[config.mk]
export PLATFORM = sky130hd
export DESIGN_NAME = gpu_ff_top
export DESIGN_NICKNAME = d
export VERILOG_FILES = /design/src/design/sram_pkg.sv /design/src/design/gpu_pkg.sv /design/src/design/ff_cntrlr_intf.sv /design/src/design/gpu_ff_top.sv /design/src/design/ff_sram.sv /design/src/design/ff_mem_access.sv /design/src/design/ff_ptr_cntrlr.sv
export VERILOG_INCLUDE_DIRS = /design/src /design/src/design
export SDC_FILE = /design/constraint.sdc
export NUM_CORES = 2
export LEC_CHECK = 0
export BUFFER_PORTS_ARGS = -buffer_cell sky130_fd_sc_hd__buf_2
export CAP_MARGIN = 20
export CELL_PAD_IN_SITES_DETAIL_PLACEMENT = 1
export CELL_PAD_IN_SITES_GLOBAL_PLACEMENT = 2
export CORE_MARGIN = 2
export CORE_UTILIZATION = 51
export DETAILED_ROUTE_END_ITERATION = 12
export GPL_TIMING_DRIVEN = 0
export PLACE_DENSITY = 0.9
export SLEW_MARGIN = 20
export SYNTH_ARGS = -nofsm -noshare
export SYNTH_HDL_FRONTEND = slang
export SYNTH_SLANG_ARGS = --single-unit
[constraint.sdc]
create_clock -name cr_intf -period 4.8 [get_ports cr_intf]
set_input_delay 0.48 -clock cr_intf [delete_from_list [all_inputs] [get_ports cr_intf]]
set_output_delay 0.48 -clock cr_intf [all_outputs]
set_load 0.01 [all_outputs]
[src/design/gpu_defs.svh]
/* Canvas geometry, pixel packing, FIFO region bounds and SRAM sizing
   for the GPU pixel FIFO */

`ifndef GPU_DEFS_SVH
`define GPU_DEFS_SVH

// Visible canvas in pixels
`define GPU_CANVAS_W    16
`define GPU_CANVAS_H    8

// Width of one point coordinate
`define GPU_X_W         4
`define GPU_Y_W         4

// One SRAM word packs four 8-bit pixels
`define GPU_PXL_W       8
`define GPU_WORD_PXLS   4

// FIFO region starts on the first row below the canvas
`define FF_START_Y      `GPU_CANVAS_H
`define FF_END_Y        (`FF_START_Y + 1)
// Last word column of a region row
`define FF_END_X        (`GPU_CANVAS_W - `GPU_WORD_PXLS)
`define FF_DEPTH_WORDS  8
// Pixel count 0..32 inclusive
`define FF_OCC_W        $clog2(`FF_DEPTH_WORDS * `GPU_WORD_PXLS + 1)

// SRAM word address, split into region row and word column
`define SRAM_ADDR_W     6
`define SRAM_DEPTH      (1 << `SRAM_ADDR_W)
`define SRAM_ROW_W      4
`define SRAM_COL_W      2

`endif
[src/design/sram_pkg.sv]
/* SRAM-side types: region position and the word address union */

`default_nettype none

`include "gpu_defs.svh"

package sram_pkg;

  // Position of a word inside the FIFO region
  // Row is relative to the first region row
  typedef struct packed
  {
    logic [`SRAM_ROW_W-1:0] row;
    logic [`SRAM_COL_W-1:0] col;
  } region_pos_t;

  // One address word, two decodes
  // idx is the flat word index seen by the memory array
  // pos is the row / column view built from a canvas point
  // With col in the low bits, idx equals row * 4 + col
  typedef union packed
  {
    logic [`SRAM_ADDR_W-1:0] idx;
    region_pos_t             pos;
  } sram_addr_u;

endpackage

`default_nettype wire

[src/design/gpu_pkg.sv]
/* GPU-side types: coordinates, canvas point, four-pixel word, occupancy */

`default_nettype none

`include "gpu_defs.svh"

package gpu_pkg;

  // Single coordinates, also used for typed constant casts
  typedef logic [`GPU_X_W-1:0] coord_x_t;
  typedef logic [`GPU_Y_W-1:0] coord_y_t;

  // Canvas position, y in the upper bits
  typedef struct packed
  {
    coord_y_t y;
    coord_x_t x;
  } point_t;

  // Four pixels in one SRAM word, pixel 0 in the low byte
  typedef logic [`GPU_WORD_PXLS-1:0][`GPU_PXL_W-1:0] pxl_word_t;

  // FIFO fill level in pixels
  typedef logic [`FF_OCC_W-1:0] occ_t;

endpackage

`default_nettype wire

[src/design/ff_cntrlr_intf.sv]
/* Link between pointer controller and memory access block */

`default_nettype none

interface ff_cntrlr_intf
  import gpu_pkg::*;
();

  // Raw requests from the top inputs
  logic   wr_en;
  logic   rd_en;

  // FIFO state
  logic   full;
  logic   empty;
  point_t wptr;
  point_t rptr;
  occ_t   occ;

  // Accepted strobes, decided in the controller only
  logic   wr_go;
  logic   rd_go;

  modport ctrl
  (
    input  wr_en, rd_en,
    output full, empty, wptr, rptr, occ, wr_go, rd_go
  );

  // Memory side needs only the pointers and accept strobes
  modport mem
  (
    output wr_en, rd_en,
    input  wptr, rptr, wr_go, rd_go
  );

endinterface

`default_nettype wire

[src/design/gpu_ff_top.sv]
/* GPU pixel FIFO top: pointer controller, memory access and SRAM */

`default_nettype none

`include "gpu_defs.svh"

module gpu_ff_top
  import gpu_pkg::*;
  import sram_pkg::*;
(
  input  logic      cr_intf,
  input  logic      rst_n,
  input  logic      wr_en,
  input  pxl_word_t wr_data,
  input  logic      rd_en,
  output pxl_word_t rd_data,
  output logic      rd_valid,
  output logic      full,
  output logic      empty,
  output occ_t      occ,
  output point_t    wptr,
  output point_t    rptr
);

  // SRAM port wires
  logic       sram_we;
  sram_addr_u sram_waddr;
  pxl_word_t  sram_wdata;
  logic       sram_re;
  sram_addr_u sram_raddr;
  pxl_word_t  sram_rdata;

  ff_cntrlr_intf ff_intf ();

  ff_ptr_cntrlr u_ptr_cntrlr
  (
    .cr_intf (cr_intf),
    .rst_n   (rst_n),
    .ff_intf (ff_intf.ctrl)
  );

  ff_mem_access u_mem_access
  (
    .cr_intf    (cr_intf),
    .rst_n      (rst_n),
    .wr_en      (wr_en),
    .wr_data    (wr_data),
    .rd_en      (rd_en),
    .rd_data    (rd_data),
    .rd_valid   (rd_valid),
    .ff_intf    (ff_intf.mem),
    .sram_we    (sram_we),
    .sram_waddr (sram_waddr),
    .sram_wdata (sram_wdata),
    .sram_re    (sram_re),
    .sram_raddr (sram_raddr),
    .sram_rdata (sram_rdata)
  );

  ff_sram u_sram
  (
    .cr_intf (cr_intf),
    .we      (sram_we),
    .waddr   (sram_waddr),
    .wdata   (sram_wdata),
    .re      (sram_re),
    .raddr   (sram_raddr),
    .rdata   (sram_rdata)
  );

  // FIFO state straight from the controller
  assign full  = ff_intf.full;
  assign empty = ff_intf.empty;
  assign occ   = ff_intf.occ;
  assign wptr  = ff_intf.wptr;
  assign rptr  = ff_intf.rptr;

endmodule

`default_nettype wire

[src/design/ff_sram.sv]
/* Simple dual-port synchronous SRAM model, one write and one read port */

`default_nettype none

`include "gpu_defs.svh"

module ff_sram
  import gpu_pkg::*;
  import sram_pkg::*;
(
  input  logic       cr_intf,
  input  logic       we,
  input  sram_addr_u waddr,
  input  pxl_word_t  wdata,
  input  logic       re,
  input  sram_addr_u raddr,
  output pxl_word_t  rdata
);

  // Word array, no reset on contents
  pxl_word_t mem [`SRAM_DEPTH];

  // Write port
  always_ff @(posedge cr_intf)
  begin
    if (we)
      mem[waddr.idx] <= wdata;
  end

  // Read port, data valid one cycle after re
  // Holds last word while re is low
  always_ff @(posedge cr_intf)
  begin
    if (re)
      rdata <= mem[raddr.idx];
  end

endmodule

`default_nettype wire

[src/design/ff_mem_access.sv]
/* FIFO memory access: point to SRAM address mapping, SRAM strobes,
   read valid tracking and registered read data */

`default_nettype none

`include "gpu_defs.svh"

module ff_mem_access
  import gpu_pkg::*;
  import sram_pkg::*;
(
  input  logic       cr_intf,
  input  logic       rst_n,
  input  logic       wr_en,
  input  pxl_word_t  wr_data,
  input  logic       rd_en,
  output pxl_word_t  rd_data,
  output logic       rd_valid,
  ff_cntrlr_intf.mem ff_intf,
  output logic       sram_we,
  output sram_addr_u sram_waddr,
  output pxl_word_t  sram_wdata,
  output logic       sram_re,
  output sram_addr_u sram_raddr,
  input  pxl_word_t  sram_rdata
);

  localparam coord_y_t START_Y = coord_y_t'(`FF_START_Y);

  logic      rd_pend;
  pxl_word_t rd_data_r;

  // Region row from y, word column from x / 4
  function automatic sram_addr_u to_addr(input point_t p);
    sram_addr_u a;
    a.pos.row = p.y - START_Y;
    a.pos.col = p.x[`GPU_X_W-1:2];
    return a;
  endfunction

  // Requests pass to the controller for the accept decision
  assign ff_intf.wr_en = wr_en;
  assign ff_intf.rd_en = rd_en;

  // Write lands at the same edge the controller advances wptr
  assign sram_we    = ff_intf.wr_go;
  assign sram_waddr = to_addr(ff_intf.wptr);
  assign sram_wdata = wr_data;

  // SRAM samples the old rptr on the accepting edge
  assign sram_re    = ff_intf.rd_go;
  assign sram_raddr = to_addr(ff_intf.rptr);

  // rd_pend marks a word sitting on the SRAM read port
  always_ff @(posedge cr_intf or negedge rst_n)
  begin
    if (!rst_n)
    begin
      rd_pend  <= 1'b0;
      rd_valid <= 1'b0;
    end
    else
    begin
      rd_pend  <= ff_intf.rd_go;
      rd_valid <= rd_pend;
    end
  end

  // Hold the word so back-to-back reads do not disturb it
  always_ff @(posedge cr_intf)
  begin
    if (rd_pend)
      rd_data_r <= sram_rdata;
  end

  assign rd_data = rd_data_r;

endmodule

`default_nettype wire

[src/design/ff_ptr_cntrlr.sv]
/* Pixel FIFO pointer controller: write and read points, zone bits,
   full / empty flags and pixel occupancy */

`default_nettype none

`include "gpu_defs.svh"

module ff_ptr_cntrlr
  import gpu_pkg::*;
(
  input  logic        cr_intf,
  input  logic        rst_n,
  ff_cntrlr_intf.ctrl ff_intf
);

  // Region bounds as typed constants
  localparam coord_x_t END_X    = coord_x_t'(`FF_END_X);
  localparam coord_x_t X_STEP   = coord_x_t'(`GPU_WORD_PXLS);
  localparam coord_y_t START_Y  = coord_y_t'(`FF_START_Y);
  localparam coord_y_t END_Y    = coord_y_t'(`FF_END_Y);
  localparam occ_t     OCC_STEP = occ_t'(`GPU_WORD_PXLS);

  point_t wptr_r;
  point_t rptr_r;
  logic   wzone_r;
  logic   rzone_r;
  logic   full_r;
  logic   empty_r;
  occ_t   occ_r;

  logic   wr_go;
  logic   rd_go;
  point_t wptr_nxt;
  point_t rptr_nxt;
  logic   wzone_nxt;
  logic   rzone_nxt;
  logic   same_nxt;

  // Last word of the region, the wrap point
  function automatic logic at_end(input point_t p);
    return (p.x == END_X) && (p.y == END_Y);
  endfunction

  // Step one word along the row, then down, then back to the top row
  function automatic point_t adv_ptr(input point_t p, input logic go);
    point_t n;
    n = p;
    if (go)
    begin
      if (p.x == END_X)
      begin
        n.x = '0;
        n.y = (p.y == END_Y) ? START_Y : p.y + 1'b1;
      end
      else
        n.x = p.x + X_STEP;
    end
    return n;
  endfunction

  // Accept only what the current flags allow
  assign wr_go = ff_intf.wr_en & ~full_r;
  assign rd_go = ff_intf.rd_en & ~empty_r;

  assign wptr_nxt  = adv_ptr(wptr_r, wr_go);
  assign rptr_nxt  = adv_ptr(rptr_r, rd_go);

  // Zone flips each time a pointer laps the region
  assign wzone_nxt = wzone_r ^ (wr_go & at_end(wptr_r));
  assign rzone_nxt = rzone_r ^ (rd_go & at_end(rptr_r));

  assign same_nxt  = (wptr_nxt == rptr_nxt);

  always_ff @(posedge cr_intf or negedge rst_n)
  begin
    if (!rst_n)
    begin
      wptr_r  <= '{y: START_Y, x: '0};
      rptr_r  <= '{y: START_Y, x: '0};
      wzone_r <= 1'b0;
      rzone_r <= 1'b0;
    end
    else
    begin
      wptr_r  <= wptr_nxt;
      rptr_r  <= rptr_nxt;
      wzone_r <= wzone_nxt;
      rzone_r <= rzone_nxt;
    end
  end

  // Flags come from next-state pointers, so they track the same edge
  always_ff @(posedge cr_intf or negedge rst_n)
  begin
    if (!rst_n)
    begin
      full_r  <= 1'b0;
      empty_r <= 1'b1;
      occ_r   <= '0;
    end
    else
    begin
      // Equal points: zones differ when full, match when empty
      full_r  <= same_nxt & (wzone_nxt ^ rzone_nxt);
      empty_r <= same_nxt & ~(wzone_nxt ^ rzone_nxt);
      case ({wr_go, rd_go})
        2'b10:   occ_r <= occ_r + OCC_STEP;
        2'b01:   occ_r <= occ_r - OCC_STEP;
        default: occ_r <= occ_r;  // Idle, or one in and one out
      endcase
    end
  end

  assign ff_intf.wr_go = wr_go;
  assign ff_intf.rd_go = rd_go;
  assign ff_intf.full  = full_r;
  assign ff_intf.empty = empty_r;
  assign ff_intf.occ   = occ_r;
  assign ff_intf.wptr  = wptr_r;
  assign ff_intf.rptr  = rptr_r;

endmodule

`default_nettype wire

==> results_dict.tcl <==
set metrics [dict create \
    wl_per_cell_microns 45.2 \
    cp-end-kind "flip-flop" \
    start_util_pct 51.5 \
    slew_viol_final 0 \
    synthAdderAreaFrac_pct 0.132 \
    synth.yosys.seq_area_share_pct 78.3 \
    p_leak_nw 30.3 \
    nFillCells 13000 \
    die_x_microns 404 \
    cp.required_ns 5.37 \
    hold_violations 0 \
    cts_buffers 204 \
    layout-drive-gt1-share_pct 26.7 \
    finalSetupViolCount 0 \
    syn2layout_area_growth_pct 16.1 \
    maxCapViolations 0 \
    post-route-min-period_ns 4.78 \
    fin_cells 6397 \
    r2r_cells 7 \
    fmax_mhz 209 \
    critPathArrivalTime_ns 5.34 \
    switchingPower_mw 19.5 \
    fin_tns_setup_ns 0 \
    rsz0062_at_grt "no" \
    yosysTopAreaCell "edfxtp_1" \
    hold_depth 1 \
    yosys_warnings 0 \
    synth.distinct_cells 65 \
    cts_root_buf "clkbuf_16" \
    slowest_delay_ns 0.87 \
    grt_pass1_vias 47200 \
    swShare_pct 34.7 \
    synth_seq_cells 2138 \
    cts_setup_buffers 0 \
    grt_use_met1_pct 44.8 \
    worst_pin_slew_ns 1.23 \
    path_clk_slew_ns 0.06 \
    dieArea_sq_um 164000 \
    grt_first_pass_wirelength_microns 391000 \
    met3_usage_pct 11.4 \
    cpMaxStageDelayCell "nor2_1" \
    r2r-end "u_sram.rdata[6]" \
    syn_inst 3721 \
    critical_path_class "reg2reg" \
    fin_crit_sh_pct 99.6 \
    synthXorXnorAreaFrac_pct 0.107 \
    maxSlewHeadroom_pct 18.2 \
    cts.sinks 2138 \
    busiest_layer "met2" \
    vias 46500 \
    synth_mux_area_share_pct 14.9 \
    hold_start "wr_data[27]" \
    h-tree-depth 4 \
    dr.pass1.iters 8 \
    multi_input_area_sq_um 16800 \
    gr-usage-met2_pct 53.3 \
    synth_area_sq_um 81800 \
    async_flop_share_pct 1.22 \
    drt_iter0_drc 9064 \
    io-pin-count 93 \
    ff_latch_area_sq_um 64100 \
    num_rows 146 \
    port_buffers 90 \
    grt_max_degree 65 \
    antenna_found_initial 16 \
    synth_edf_count 2112 \
    synth-compound-area-share_pct 3.36 \
    grt_usage_pct 35.4 \
    finalPower_mw 56.3 \
    nets 4203 \
    crit_fanout 10 \
    yosys-top-cells-area "edfxtp_1, mux4_2, mux2i_1" \
    worstHoldEndpoint "u_sram.mem[3][27]" \
    skew_ns 0.0440 \
    status "finished clean" \
    cts_tree "done" \
    clock_power_share_pct 28.9 \
    yosys.area_share.simple_pct 1.49 \
    combPwrFrac_pct 32.1 \
    synth_area_per_cell_sq_um 22.0 \
    synth_top_family_by_area "multiplexers" \
    r2r_start "u_ptr_cntrlr.ff_intf.rptr[5]" \
    cp-start-kind "flip-flop" \
    coreArea_sq_um 159000 \
    dp_cells 6022 \
    die_y_microns 404 \
    synth_flop_cell "edfxtp_1" \
    globalplace.congestion 0.887 \
    r2r_setup_slack_ns 0.02 \
    ir_drop_mv 0.391 \
    power_density_nw_per_um2 592 \
    p_seq_share_pct 39.0 \
    cp_common_cell "buf_2" \
    viasPerCell 7.27 \
    overflow 0 \
    dpl.hpwl_microns 182000 \
    cp_cell_sequence "buf_2, clkinv_1, nor2_1, clkbuf_1, buf_2, a211oi_1, o31ai_1" \
    synth_top_area_share_pct 77.5 \
    routed_wl_microns 289000 \
    p_int_mw 36.8 \
    antenna_left 0 \
    clockBufferDepth 3 \
    drc 0 \
    clk_latency_ns 0.88 \
    hold_path_class "in2reg" \
]
## per-stage QoR
| stage | util [%] | instance area [sq um] | setup slack (ns) | hold slack [ns] |
|---|---|---|---|---|
| final | 59.8 | 95000 | 0.0206 | 0.0527 |
| after global routing | 59.8 | 95000 | 0.270 | 0.0458 |
| after CTS | 59.7 | 94800 | 0.275 | 0.136 |
| after detailed placement | 55.6 | 88300 | 0.231 | 0.406 |
| after global placement | 53.4 | 84800 | -2.81 | 0.400 |
| after floorplan | - | 81800 | 1.02 | 0.184 |
## flip-flops by register name, indices dropped and copies added (netlist names)
| name | cells |
|---|---|
| u_mem_access.rd_data | 32 |
| u_mem_access.rd_pend | 1 |
| u_mem_access.rd_valid | 1 |
| u_ptr_cntrlr.ff_intf.empty | 1 |
| u_ptr_cntrlr.ff_intf.full | 1 |
| u_ptr_cntrlr.ff_intf.occ | 4 |
| u_ptr_cntrlr.ff_intf.rptr | 8 |
| u_ptr_cntrlr.ff_intf.wptr | 8 |
| u_ptr_cntrlr.rzone_r | 1 |
| u_ptr_cntrlr.wzone_r | 1 |
| u_sram.mem | 2048 |
| u_sram.rdata | 32 |
## synth_stat cells (3+ instances only)
cell / number
buf_6: 39
nand2b_1: 12
and2_1: 5
nor2_1: 90
o22ai_1: 20
xnor2_1: 6
a211o_1: 5
nor2b_1: 6
dfrtp_1: 23
dfstp_2: 3
a31oi_1: 5
a22oi_1: 89
a211oi_1: 21
or2_2: 5
a221o_1: 7
o221ai_1: 22
buf_1: 10
clkbuf_1: 93
or4_1: 8
mux2i_1: 269
a221oi_1: 41
nand2_1: 76
o21ai_0: 52
ha_1: 7
or3b_2: 4
o31ai_1: 6
buf_8: 7
edfxtp_1: 2112
nand3_1: 16
buf_2: 39
inv_1: 13
nor3_1: 12
a222oi_1: 3
xor2_1: 4
o211ai_1: 13
buf_4: 21
a22o_1: 27
mux4_2: 420
and4_1: 4
nand3b_1: 5
a21oi_1: 67
## power by group through the flow
stage	sequential [mW]	clock, mW	combinational [mW]
2_1_floorplan	22.2	0	9.56
3_3_place_gp	22.3	0	15.8
3_5_place_dp	22.3	0	16.9
4_1_cts	21.9	16.2	17.4
5_1_grt	22.0	16.8	18.1
6_report	21.9	16.2	18.1
## what timing repair did
item,in CTS,in global routing
hold buffers,1,0
hold endpoints to repair,26,0
setup endpoints to repair,1,0
gates resized for setup,1,0
## how the worst max path moves through the flow
stage / start / endpoint / slack [ns]
floorplan: u_ptr_cntrlr.ff_intf.wptr[6] / u_sram.mem[48][0] / 1.02
global placement: wr_en / u_sram.mem[48][21] / -2.81
detailed placement: u_ptr_cntrlr.ff_intf.rptr[4] / u_sram.rdata[17] / 0.23
CTS: u_ptr_cntrlr.ff_intf.rptr[4] / u_sram.rdata[31] / 0.27
global route: u_ptr_cntrlr.ff_intf.rptr[5] / u_sram.rdata[6] / 0.27
finish: u_ptr_cntrlr.ff_intf.rptr[5] / u_sram.rdata[6] / 0.02
## cells by family (layout without fill, tap and decap cells)
kind of cell    Yosys count  after routing
simple gates            256            256
xor+xnor                 10             10
buf+inv                 227            828
compound gates          390            390
fa+ha+maj                 8              8
flops                  2138           2138
mux                     691            691
other cells               1              4
## area by class of cell
type                    count  share of cell area [%]
flip-flops and latches   2138                    67.5
multi-input cells        1357                    17.7
clock buffers             248                    5.64
repair buffers            231                    3.75
well taps                2072                    2.73
plain buffers             211                    1.43
clock inverters           122                    1.21
inverters                  16                  0.0659
diodes                      2                 0.00527
## cells in the final DEF, fill, tap and decap left out, types with 7 or more instances in the layout
cell type / instances
a221o_1: 7
nor3_1: 10
inv_1: 12
nor2_1: 27
dfrtp_1: 22
clkinvlp_4: 7
buf_6: 39
a211oi_1: 21
mux2i_1: 269
ha_1: 7
a22o_1: 27
buf_8: 10
clkbuf_2: 23
o221ai_1: 22
o22ai_1: 20
nand3_1: 16
a21oi_1: 67
a221oi_1: 41
buf_2: 101
nand2b_1: 12
buf_1: 7
or4_1: 8
o211ai_1: 13
mux4_2: 420
o21ai_0: 52
clkbuf_16: 207
nor2_4: 62
nand2_1: 76
clkinv_1: 47
buf_12: 78
clkinv_2: 41
buf_16: 50
buf_4: 62
a22oi_1: 89
bufinv_16: 20
clkbuf_1: 110
edfxtp_1: 2112
## metal layers
metal / wire (microns) / part of all wire, %
met2: 130000 / 45
met4: 22200 / 7.7
met5: 136 / 0.047
met3: 42300 / 15
met1: 94200 / 33
## worst max-delay path: cells and delay by family, from the launching register on
family	cells	cell delay (ns)
buffers and inverters	4	2.26
AOI/OAI and AO/OA	2	0.91
and+or+nand+nor	1	0.87
DFF	1	0.40
Power figures use the tool's default switching activity.
